`src/layers_pkg.sv`:
```
`default_nettype none

package layers_pkg;

    // configuration bus widths
    localparam int CFG_DWIDTH = 32;
    localparam int CFG_AWIDTH = 5;

    // address of the layer stage configuration word
    localparam logic [CFG_AWIDTH-1:0] CFG_LAYERS = 5'd2;

    // field widths inside the configuration word
    localparam int POOL_W = 8;
    localparam int SHIFT_W = 8;

    // bit 16 bypass, bits 15:8 pool_nb, bits 7:0 shift
    typedef struct packed {
        logic               bypass;
        logic [POOL_W-1:0]  pool_nb;
        logic [SHIFT_W-1:0] shift;
    } layers_cfg_t;

    // intake side
    typedef enum logic [1:0] {
        UP_IDLE,
        UP_READY,
        UP_DONE,
        UP_HANDOFF
    } up_state_t;

    // pooling side, one stage per state
    typedef enum logic [2:0] {
        DN_IDLE,
        DN_WAIT,
        DN_ADD,
        DN_POOL,
        DN_OPS,
        DN_OUT
    } dn_state_t;

endpackage

`default_nettype wire

```
`src/layers_cfg_decode.sv`:
```
`default_nettype none

module layers_cfg_decode (
    input  logic                              clk,
    input  logic                              rst,
    input  logic [layers_pkg::CFG_DWIDTH-1:0] cfg_data,
    input  logic [layers_pkg::CFG_AWIDTH-1:0] cfg_addr,
    input  logic                              cfg_valid,
    output layers_pkg::layers_cfg_t           cfg
);

    import layers_pkg::*;

    logic hit;

    // only words aimed at this stage are taken
    assign hit = cfg_valid && (cfg_addr == CFG_LAYERS);

    always_ff @(posedge clk) begin
        if (rst) begin
            cfg <= '0;
        end else if (hit) begin
            cfg.bypass  <= cfg_data[SHIFT_W+POOL_W];
            cfg.pool_nb <= cfg_data[SHIFT_W +: POOL_W];
            cfg.shift   <= cfg_data[SHIFT_W-1:0];
        end
    end

endmodule

`default_nettype wire

```
`src/layers_mac_front.sv`:
```
`default_nettype none

module layers_mac_front #(
    parameter int  DEPTH_NB  = 4,
    parameter int  GROUP_NB  = 2,
    parameter int  IMG_WIDTH = 8,
    parameter int  KER_WIDTH = 8,
    localparam int NUM_WIDTH = IMG_WIDTH + KER_WIDTH + 4
) (
    input  logic                                             clk,
    input  logic                                             rst,
    input  logic [GROUP_NB-1:0][IMG_WIDTH-1:0]               image_bus,
    input  logic                                             image_last,
    input  logic                                             image_val,
    output logic                                             image_rdy,
    output logic                                             kernel_rdy,
    input  logic [DEPTH_NB-1:0][GROUP_NB-1:0][KER_WIDTH-1:0] kernel_bus,
    output logic [DEPTH_NB-1:0][GROUP_NB-1:0][NUM_WIDTH-1:0] hold_bus,
    output logic                                             hold_val,
    input  logic                                             hold_take
);

    import layers_pkg::*;

    up_state_t                                        state;
    up_state_t                                        state_nx;
    logic                                             accept;
    logic                                             last_q;
    logic                                             fresh;
    logic [GROUP_NB-1:0][IMG_WIDTH-1:0]               image_q;
    logic [DEPTH_NB-1:0][GROUP_NB-1:0][NUM_WIDTH-1:0] prod;
    logic [DEPTH_NB-1:0][GROUP_NB-1:0][NUM_WIDTH-1:0] acc;

    assign image_rdy = (state == UP_READY);
    assign hold_val  = (state == UP_HANDOFF);
    assign accept    = image_val & image_rdy;

    always_ff @(posedge clk) begin
        if (rst) begin
            state <= UP_IDLE;
        end else begin
            state <= state_nx;
        end
    end

    always_comb begin
        state_nx = state;
        case (state)
            UP_IDLE:    state_nx = UP_READY;
            UP_READY:   if (accept && image_last) state_nx = UP_DONE;
            // the last product lands in acc while kernel_rdy is high
            UP_DONE:    if (!kernel_rdy) state_nx = UP_HANDOFF;
            UP_HANDOFF: if (hold_take) state_nx = UP_READY;
            default:    state_nx = UP_IDLE;
        endcase
    end

    // kernel is requested the cycle after each beat
    always_ff @(posedge clk) begin
        if (rst) begin
            kernel_rdy <= 1'b0;
            fresh      <= 1'b1;
        end else begin
            kernel_rdy <= accept;
            if (kernel_rdy) begin
                fresh <= last_q;
            end
        end
    end

    always_ff @(posedge clk) begin
        if (accept) begin
            image_q <= image_bus;
            last_q  <= image_last;
        end
    end

    always_comb begin
        for (int d = 0; d < DEPTH_NB; d++) begin
            for (int g = 0; g < GROUP_NB; g++) begin
                prod[d][g] = NUM_WIDTH'($signed(image_q[g]) * $signed(kernel_bus[d][g]));
            end
        end
    end

    // first beat of a frame restarts the sums
    always_ff @(posedge clk) begin
        if (kernel_rdy) begin
            for (int d = 0; d < DEPTH_NB; d++) begin
                for (int g = 0; g < GROUP_NB; g++) begin
                    acc[d][g] <= fresh ? prod[d][g] : acc[d][g] + prod[d][g];
                end
            end
        end
    end

    always_ff @(posedge clk) begin
        if ((state == UP_DONE) && (state_nx == UP_HANDOFF)) begin
            hold_bus <= acc;
        end
    end

endmodule

`default_nettype wire

```
`src/layers_pool_chain.sv`:
```
`default_nettype none

module layers_pool_chain #(
    parameter int  DEPTH_NB  = 4,
    parameter int  GROUP_NB  = 2,
    parameter int  IMG_WIDTH = 8,
    parameter int  KER_WIDTH = 8,
    localparam int NUM_WIDTH = IMG_WIDTH + KER_WIDTH + 4
) (
    input  logic                                             clk,
    input  logic                                             rst,
    input  layers_pkg::layers_cfg_t                          cfg,
    input  logic [DEPTH_NB-1:0][GROUP_NB-1:0][NUM_WIDTH-1:0] hold_bus,
    input  logic                                             hold_val,
    output logic                                             hold_take,
    input  logic [DEPTH_NB-1:0][KER_WIDTH-1:0]               bias_bus,
    output logic [DEPTH_NB-1:0][NUM_WIDTH-1:0]               act_bus,
    output logic                                             act_val,
    input  logic                                             out_done
);

    import layers_pkg::*;

    dn_state_t                          state;
    dn_state_t                          state_nx;
    logic [POOL_W-1:0]                  pool_cnt;
    logic                               pool_last;
    logic [DEPTH_NB-1:0][NUM_WIDTH-1:0] lane_sum;
    logic [DEPTH_NB-1:0][NUM_WIDTH-1:0] sum_q;
    logic [DEPTH_NB-1:0][NUM_WIDTH-1:0] pool_max;
    logic [DEPTH_NB-1:0][NUM_WIDTH-1:0] bias_q;

    assign hold_take = (state == DN_WAIT) && hold_val;
    assign act_val   = (state == DN_OPS);
    assign pool_last = (pool_cnt == cfg.pool_nb);

    always_ff @(posedge clk) begin
        if (rst) begin
            state <= DN_IDLE;
        end else begin
            state <= state_nx;
        end
    end

    always_comb begin
        state_nx = state;
        case (state)
            DN_IDLE: state_nx = DN_WAIT;
            DN_WAIT: if (hold_take) state_nx = DN_ADD;
            DN_ADD:  state_nx = DN_POOL;
            DN_POOL: state_nx = pool_last ? DN_OPS : DN_WAIT;
            DN_OPS:  state_nx = DN_OUT;
            // stay until the result has left the port
            DN_OUT:  if (out_done) state_nx = DN_WAIT;
            default: state_nx = DN_IDLE;
        endcase
    end

    always_ff @(posedge clk) begin
        if (rst) begin
            pool_cnt <= '0;
        end else if (state == DN_POOL) begin
            pool_cnt <= pool_last ? '0 : pool_cnt + 1'b1;
        end
    end

    always_comb begin
        for (int d = 0; d < DEPTH_NB; d++) begin
            lane_sum[d] = '0;
            for (int g = 0; g < GROUP_NB; g++) begin
                lane_sum[d] = lane_sum[d] + hold_bus[d][g];
            end
        end
    end

    always_ff @(posedge clk) begin
        if (hold_take) begin
            sum_q <= lane_sum;
        end
        for (int d = 0; d < DEPTH_NB; d++) begin
            // first frame of a window loads the maximum outright
            if ((state == DN_ADD) &&
                ((pool_cnt == '0) || ($signed(sum_q[d]) > $signed(pool_max[d])))) begin
                pool_max[d] <= sum_q[d];
            end
            if (state == DN_POOL) begin
                bias_q[d] <= pool_max[d] + NUM_WIDTH'($signed(bias_bus[d]));
            end
        end
    end

    // relu, skipped when bypass is set
    always_comb begin
        for (int d = 0; d < DEPTH_NB; d++) begin
            act_bus[d] = (!cfg.bypass && bias_q[d][NUM_WIDTH-1]) ? '0 : bias_q[d];
        end
    end

endmodule

`default_nettype wire

```
`src/layers_result.sv`:
```
`default_nettype none

module layers_result #(
    parameter int  DEPTH_NB  = 4,
    parameter int  IMG_WIDTH = 8,
    parameter int  KER_WIDTH = 8,
    localparam int NUM_WIDTH = IMG_WIDTH + KER_WIDTH + 4
) (
    input  logic                                clk,
    input  logic                                rst,
    input  layers_pkg::layers_cfg_t             cfg,
    input  logic [DEPTH_NB-1:0][NUM_WIDTH-1:0]  act_bus,
    input  logic                                act_val,
    output logic                                out_done,
    output logic [DEPTH_NB-1:0][IMG_WIDTH-1:0]  result_bus,
    output logic                                result_val,
    input  logic                                result_rdy
);

    // signed limits of the output pixel
    localparam logic signed [NUM_WIDTH-1:0] SAT_MAX = NUM_WIDTH'((1 << (IMG_WIDTH - 1)) - 1);
    localparam logic signed [NUM_WIDTH-1:0] SAT_MIN = -SAT_MAX - 1;

    logic                               shift_val;
    logic [DEPTH_NB-1:0][NUM_WIDTH-1:0] shift_q;

    function automatic logic [IMG_WIDTH-1:0] saturate(input logic signed [NUM_WIDTH-1:0] value);
        logic signed [NUM_WIDTH-1:0] clip;
        if (value > SAT_MAX) begin
            clip = SAT_MAX;
        end else if (value < SAT_MIN) begin
            clip = SAT_MIN;
        end else begin
            clip = value;
        end
        return clip[IMG_WIDTH-1:0];
    endfunction

    assign out_done = result_val & result_rdy;

    always_ff @(posedge clk) begin
        if (rst) begin
            shift_val  <= 1'b0;
            result_val <= 1'b0;
        end else begin
            shift_val <= act_val;
            if (shift_val) begin
                result_val <= 1'b1;
            end else if (result_rdy) begin
                result_val <= 1'b0;
            end
        end
    end

    // arithmetic shift, then clip into the pixel range
    always_ff @(posedge clk) begin
        for (int d = 0; d < DEPTH_NB; d++) begin
            if (act_val) begin
                shift_q[d] <= $signed(act_bus[d]) >>> cfg.shift;
            end
            if (shift_val) begin
                result_bus[d] <= saturate(shift_q[d]);
            end
        end
    end

endmodule

`default_nettype wire

```
`src/layers.sv`:
```
`default_nettype none

module layers #(
    parameter int DEPTH_NB  = 4,
    parameter int GROUP_NB  = 2,
    parameter int IMG_WIDTH = 8,
    parameter int KER_WIDTH = 8
) (
    input  logic                                             clk,
    input  logic                                             rst,
    input  logic [layers_pkg::CFG_DWIDTH-1:0]                cfg_data,
    input  logic [layers_pkg::CFG_AWIDTH-1:0]                cfg_addr,
    input  logic                                             cfg_valid,
    input  logic [GROUP_NB-1:0][IMG_WIDTH-1:0]               image_bus,
    input  logic                                             image_last,
    input  logic                                             image_val,
    output logic                                             image_rdy,
    input  logic [DEPTH_NB-1:0][GROUP_NB-1:0][KER_WIDTH-1:0] kernel_bus,
    output logic                                             kernel_rdy,
    input  logic [DEPTH_NB-1:0][KER_WIDTH-1:0]               bias_bus,
    output logic [DEPTH_NB-1:0][IMG_WIDTH-1:0]               result_bus,
    output logic                                             result_val,
    input  logic                                             result_rdy
);

    import layers_pkg::*;

    localparam int NUM_WIDTH = IMG_WIDTH + KER_WIDTH + 4;

    layers_cfg_t                                      cfg;
    logic [DEPTH_NB-1:0][GROUP_NB-1:0][NUM_WIDTH-1:0] hold_bus;
    logic                                             hold_val;
    logic                                             hold_take;
    logic [DEPTH_NB-1:0][NUM_WIDTH-1:0]               act_bus;
    logic                                             act_val;
    logic                                             out_done;

    layers_cfg_decode u_cfg (
        .clk       (clk),
        .rst       (rst),
        .cfg_data  (cfg_data),
        .cfg_addr  (cfg_addr),
        .cfg_valid (cfg_valid),
        .cfg       (cfg)
    );

    // intake and accumulate, one frame at a time
    layers_mac_front #(
        .DEPTH_NB  (DEPTH_NB),
        .GROUP_NB  (GROUP_NB),
        .IMG_WIDTH (IMG_WIDTH),
        .KER_WIDTH (KER_WIDTH)
    ) u_mac (
        .clk        (clk),
        .rst        (rst),
        .image_bus  (image_bus),
        .image_last (image_last),
        .image_val  (image_val),
        .image_rdy  (image_rdy),
        .kernel_rdy (kernel_rdy),
        .kernel_bus (kernel_bus),
        .hold_bus   (hold_bus),
        .hold_val   (hold_val),
        .hold_take  (hold_take)
    );

    layers_pool_chain #(
        .DEPTH_NB  (DEPTH_NB),
        .GROUP_NB  (GROUP_NB),
        .IMG_WIDTH (IMG_WIDTH),
        .KER_WIDTH (KER_WIDTH)
    ) u_pool (
        .clk       (clk),
        .rst       (rst),
        .cfg       (cfg),
        .hold_bus  (hold_bus),
        .hold_val  (hold_val),
        .hold_take (hold_take),
        .bias_bus  (bias_bus),
        .act_bus   (act_bus),
        .act_val   (act_val),
        .out_done  (out_done)
    );

    layers_result #(
        .DEPTH_NB  (DEPTH_NB),
        .IMG_WIDTH (IMG_WIDTH),
        .KER_WIDTH (KER_WIDTH)
    ) u_result (
        .clk        (clk),
        .rst        (rst),
        .cfg        (cfg),
        .act_bus    (act_bus),
        .act_val    (act_val),
        .out_done   (out_done),
        .result_bus (result_bus),
        .result_val (result_val),
        .result_rdy (result_rdy)
    );

endmodule

`default_nettype wire

```
`config.mk`:
```
export PLATFORM = sky130hd
export DESIGN_NAME = layers
export DESIGN_NICKNAME = d
export VERILOG_FILES = /design/src/layers_pkg.sv /design/src/layers_cfg_decode.sv /design/src/layers_mac_front.sv /design/src/layers_pool_chain.sv /design/src/layers_result.sv /design/src/layers.sv
export SDC_FILE = /design/constraint.sdc
export NUM_CORES = 2
export LEC_CHECK = 0
export ABC_CLOCK_PERIOD_IN_PS = 37300
export BUFFER_PORTS_ARGS = -buffer_cell sky130_fd_sc_hd__buf_2
export CAP_MARGIN = 40
export CELL_PAD_IN_SITES_DETAIL_PLACEMENT = 1
export CELL_PAD_IN_SITES_GLOBAL_PLACEMENT = 2
export CORE_UTILIZATION = 46
export DETAILED_ROUTE_END_ITERATION = 8
export GPL_ROUTABILITY_DRIVEN = 0
export PLACE_DENSITY = 0.91
export SLEW_MARGIN = 20
export SYNTH_ARGS = -nofsm -noshare
export SYNTH_HDL_FRONTEND = slang
export SYNTH_SLANG_ARGS = --single-unit
```
`constraint.sdc`:
```
create_clock -name clk -period 37.3 [get_ports clk]
set_clock_uncertainty 0.15 [all_clocks]
set_input_delay 11.19 -clock clk [delete_from_list [all_inputs] [get_ports clk]]
set_output_delay 11.19 -clock clk [all_outputs]
set_load 0.02 [all_outputs]
```
==> reports/qor.log <==
[power] total leakage power 30.6 nW
[min_path] type of the worst min-delay path reg2reg
[detailed_routing] DRC violation total after the first TritonRoute iteration 2,055
[die] Top Ports 190
[power] Internal Power 0.00309 W
[layout] layout overhead on the synthesized area 9.38%
[cts] Hold Buf Count CTS 0
[critical_path] startpoint of the most critical register-to-register path u_mac.image_q[6]
[power] peak ir drop on the vdd network 0.0622 mV
[critical_path] cells on worst reg2reg path 24
[grt] met3 usage in global routing 2.66%
[detailed_routing] post-detailed-routing wire length 164,000 microns
[sta] Worst-Margin Slew 1.24 ns
[cts] TritonCTS clock tree done
[detailed_routing] final routed DRC violation total 0
[grt] met1 GRT Util 30.5%
[min_path] startpoint of the lowest-slack hold path u_mac.acc[14]
[sta] maximum clock frequency 0.0579 GHz
[yosys] synthesized area per cell 10.2 sq um
[critical_path] critical path capture point type register
[layout] most frequent standard cell in the layout excluding fill and tap cells inv_1
[grt] GRT overflow 0
[grt] pin count of the biggest net entering global routing 161
[layout] fraction of layout cells with a size suffix above 1 7.77%
[critical_path] startpoint of the worst setup timing path kernel_bus[18]
[sta] number of slew-limit violations in the final report 0
[layout] fill cell total of the finished layout 15,206
[cts] postcts setup bufs 0
[sta] time the worst path needs with I/O delays and setup 17.28 ns
[sta] final hold vios 0
[die] starting utilization of the core area 46.4%
[cts] source-to-sink clock delay at the later pin of the worst-skew pair 0.71 ns
[critical_path] maximum fanout along the worst path 8
[detailed_routing] per-cell via count in the routed design 5.51
[place] total of buffers placed on input and output ports 174
[grt] vias in the first global route 49,925
[critical_path] required time of the worst setup path 37.61 ns
[detailed_routing] post-DR wirelength/cell 19.7 microns
[place] number of cells in the design after placement 8,151
[die] row count 136
[detailed_routing] Post-DRT Antenna Nets 0
[power] clock network power share 14.1%
[yosys] most used flip-flop cell after synthesis edfxtp_1
[grt] global-route wire length before repair 268,000 microns
[sta] final setup violating endpoints 0
[die] core region area 138,000 sq um
[layout] Core Util, Final 50.8%
[cts] quantity of gates resized following cts 0
[yosys] ys async rst share 0%
[yosys] number of synthesized flops with an enable pin 689
[run] number of maximum-capacitance constraint violations 0
[layout] post-layout instance count excluding filler cells 8,322
[critical_path] end of the worst register-to-register path u_mac.acc[59]
[sta] Final period util 46.3%
[critical_path] data arrival time of the critical path 17.59 ns
[detailed_routing] vias after detailed routing 45,872
[sta] worst slew margin relative to its limit 17.1%
[place] DPL Wire Length 131,000 microns
[grt] routing layer with the top usage in global route met2
[critical_path] startpoint type of the worst setup path input pin
[critical_path] slack of the worst reg-to-reg path 29.72 ns
[cts] CTS HTree Levels 3
[power] combinational fraction of design power 67.5%
[run_status] status finished clean
[yosys] Post-Synthesis Cells 6,285
[yosys] netlist area before placement 64,000 sq um
[yosys] Net Count, Synth 7,538
[sta] Total Neg Setup Slack 0 ns
[cts] clock transition time at the flip-flop clock pins of the worst setup and hold paths 0.06 ns
[die] Die Y 375 microns
[detailed_routing] number of optimization iterations in the first detailed-route pass 5
[layout] final-stage net count 7,707
[power] P per Cell Area 83.4 nW/um^2
[die] DIE AREA 141,000 sq um
[power] sequential group share of total power 18.4%
[cts] maximum number of buffers from clock root to sink 3
[cts] Inserted Clock Buffers 85
[layout] leading cell types in the layout, fill and taps excluded inv_1, edfxtp_1, ha_1
[cts] clock sink count 723
[yosys] total number of yosys warnings 0
[yosys] synthesis-stage register bit count 723
[sta] setup repair after global routing missed its margin no
[yosys] sequential area share after synthesis 33.4%
[grt] GRT Resource Usage Total 23.7%
[yosys] post-synthesis cell type count 87
[power] switching share of power 47.0%
[power] net switching power 0.00275 W
[critical_path] end point of the critical path u_mac.acc[59]
[grt] antenna violations before repair 18
[die] chip width 375 microns
[critical_path] startpoint-to-endpoint class of the critical path in2reg
[cts] buffer cell driving the clock tree root clkbuf_16
[grt] global routing usage on met2 42.3%
[logic make-up (layout without fill, tap and decap cells)]
family / Yosys count / after routing / synth area share, %
other: 0 / 5 / 0
XOR/XNOR: 389 / 389 / 5.33
adder cells (fa/ha/maj): 1098 / 1098 / 26.8
flip-flops: 723 / 723 / 33.4
AO/OA/AOI/OAI: 1290 / 1290 / 12.9
AND/OR/NAND/NOR: 1602 / 1602 / 12.6
multiplexers: 160 / 160 / 2.95
buffers and inverters: 1023 / 1261 / 6.02
[through the flow]
stage / hold WS [ns] / total power [W] / area [sq um] / worst slack, ns
floorplan: 0.276 / 0.00391 / 64000 / 20.52
global placement: 0.281 / 0.00474 / 66900 / 19.36
detailed placement: 0.290 / 0.00498 / 67200 / 19.34
CTS: 0.292 / 0.00586 / 69900 / 20.09
global route: 0.305 / 0.00633 / 70000 / 19.84
finish: 0.295 / 0.00584 / 70000 / 20.02
[flip-flops by register name (all words and copies together) (netlist names), 3 cells and up]
signal,flops
u_result.shift_q,80
u_mac.hold_bus,160
u_pool.pool_max,80
u_pool.bias_q,80
u_pool.pool_cnt,8
u_pool.state,3
u_cfg.cfg,17
u_mac.acc,160
u_result.result_bus,32
u_pool.sum_q,80
u_mac.image_q,16
[synth_stat cells (56+ instances only)]
cell type    n  share of area (%)
fa_1       456                 14
o21ai_0    298                2.3
a21o_1     139                1.6
clkbuf_1   132               0.77
inv_1      858                5.0
mux2_2      58                1.0
xor2_1     144                2.0
mux2i_1     85                1.3
nor2b_1    104                1.0
edfxtp_1   689                 32
nand2_1    428                2.5
a211oi_1    56               0.66
and2_1     368                3.6
o21a_1      82               0.96
a21oi_1    369                2.9
nor2_1     302                1.8
ha_1       642                 13
nor3_1     105               0.82
xnor2_1    244                3.3
[area by class of cell]
cell class	instances	area (sq um)	share of cell area, %
multi-input cells	4539	38800	55.5
clock inverters	47	470	0.672
well taps	1794	2240	3.21
clock buffers	109	2270	3.24
inverters	861	3230	4.62
flip-flops and latches	723	21400	30.5
diodes	5	12.5	0.0179
repair buffers	244	1570	2.24
[metal layers]
metal / wire length (microns) / share of wire [%] / up-vias
met5: 67 / 0.041 / -
met4: 3440 / 2.1 / 10
li1: - / - / 22059
met1: 73700 / 45 / 23009
met3: 4800 / 2.9 / 203
met2: 82100 / 50 / 591
[critical path, stage by stage]
cell,delay (ns)
buf_2,0.17
and2_1,0.20
fa_1,0.53
inv_1,0.05
fa_1,0.52
inv_1,0.05
fa_1,0.48
inv_1,0.06
fa_1,0.48
inv_1,0.04
ha_1,0.31
a21oi_1,0.22
o21bai_1,0.09
a21oi_1,0.23
o21ai_0,0.20
xor2_1,0.71
ha_1,0.44
and4_1,0.18
a211o_1,0.35
o41ai_4,0.31
o21ai_1,0.19
nor4_1,0.29
a221oi_1,0.10
xnor2_1,0.18
[power by group through the flow]
stage               Combinational, W  Clock, W  Sequential (W)
finish                       0.00394  0.000821         0.00107
global route                 0.00439  0.000865         0.00108
CTS                          0.00394  0.000840         0.00107
detailed placement           0.00389         0         0.00109
global placement             0.00365         0         0.00109
floorplan                    0.00284         0         0.00108
[how the worst min path moves through the flow]
stage	depth (start not counted)	slack, ns	endpoint
floorplan	0	0.28	u_pool.pool_max[0]
detailed placement	0	0.29	u_pool.pool_max[38]
CTS	0	0.29	u_mac.hold_bus[14]
global route	0	0.31	u_mac.hold_bus[14]
global placement	0	0.28	u_pool.pool_max[20]
finish	0	0.30	u_mac.hold_bus[14]
No activity file was read; power rests on OpenSTA's default activity.
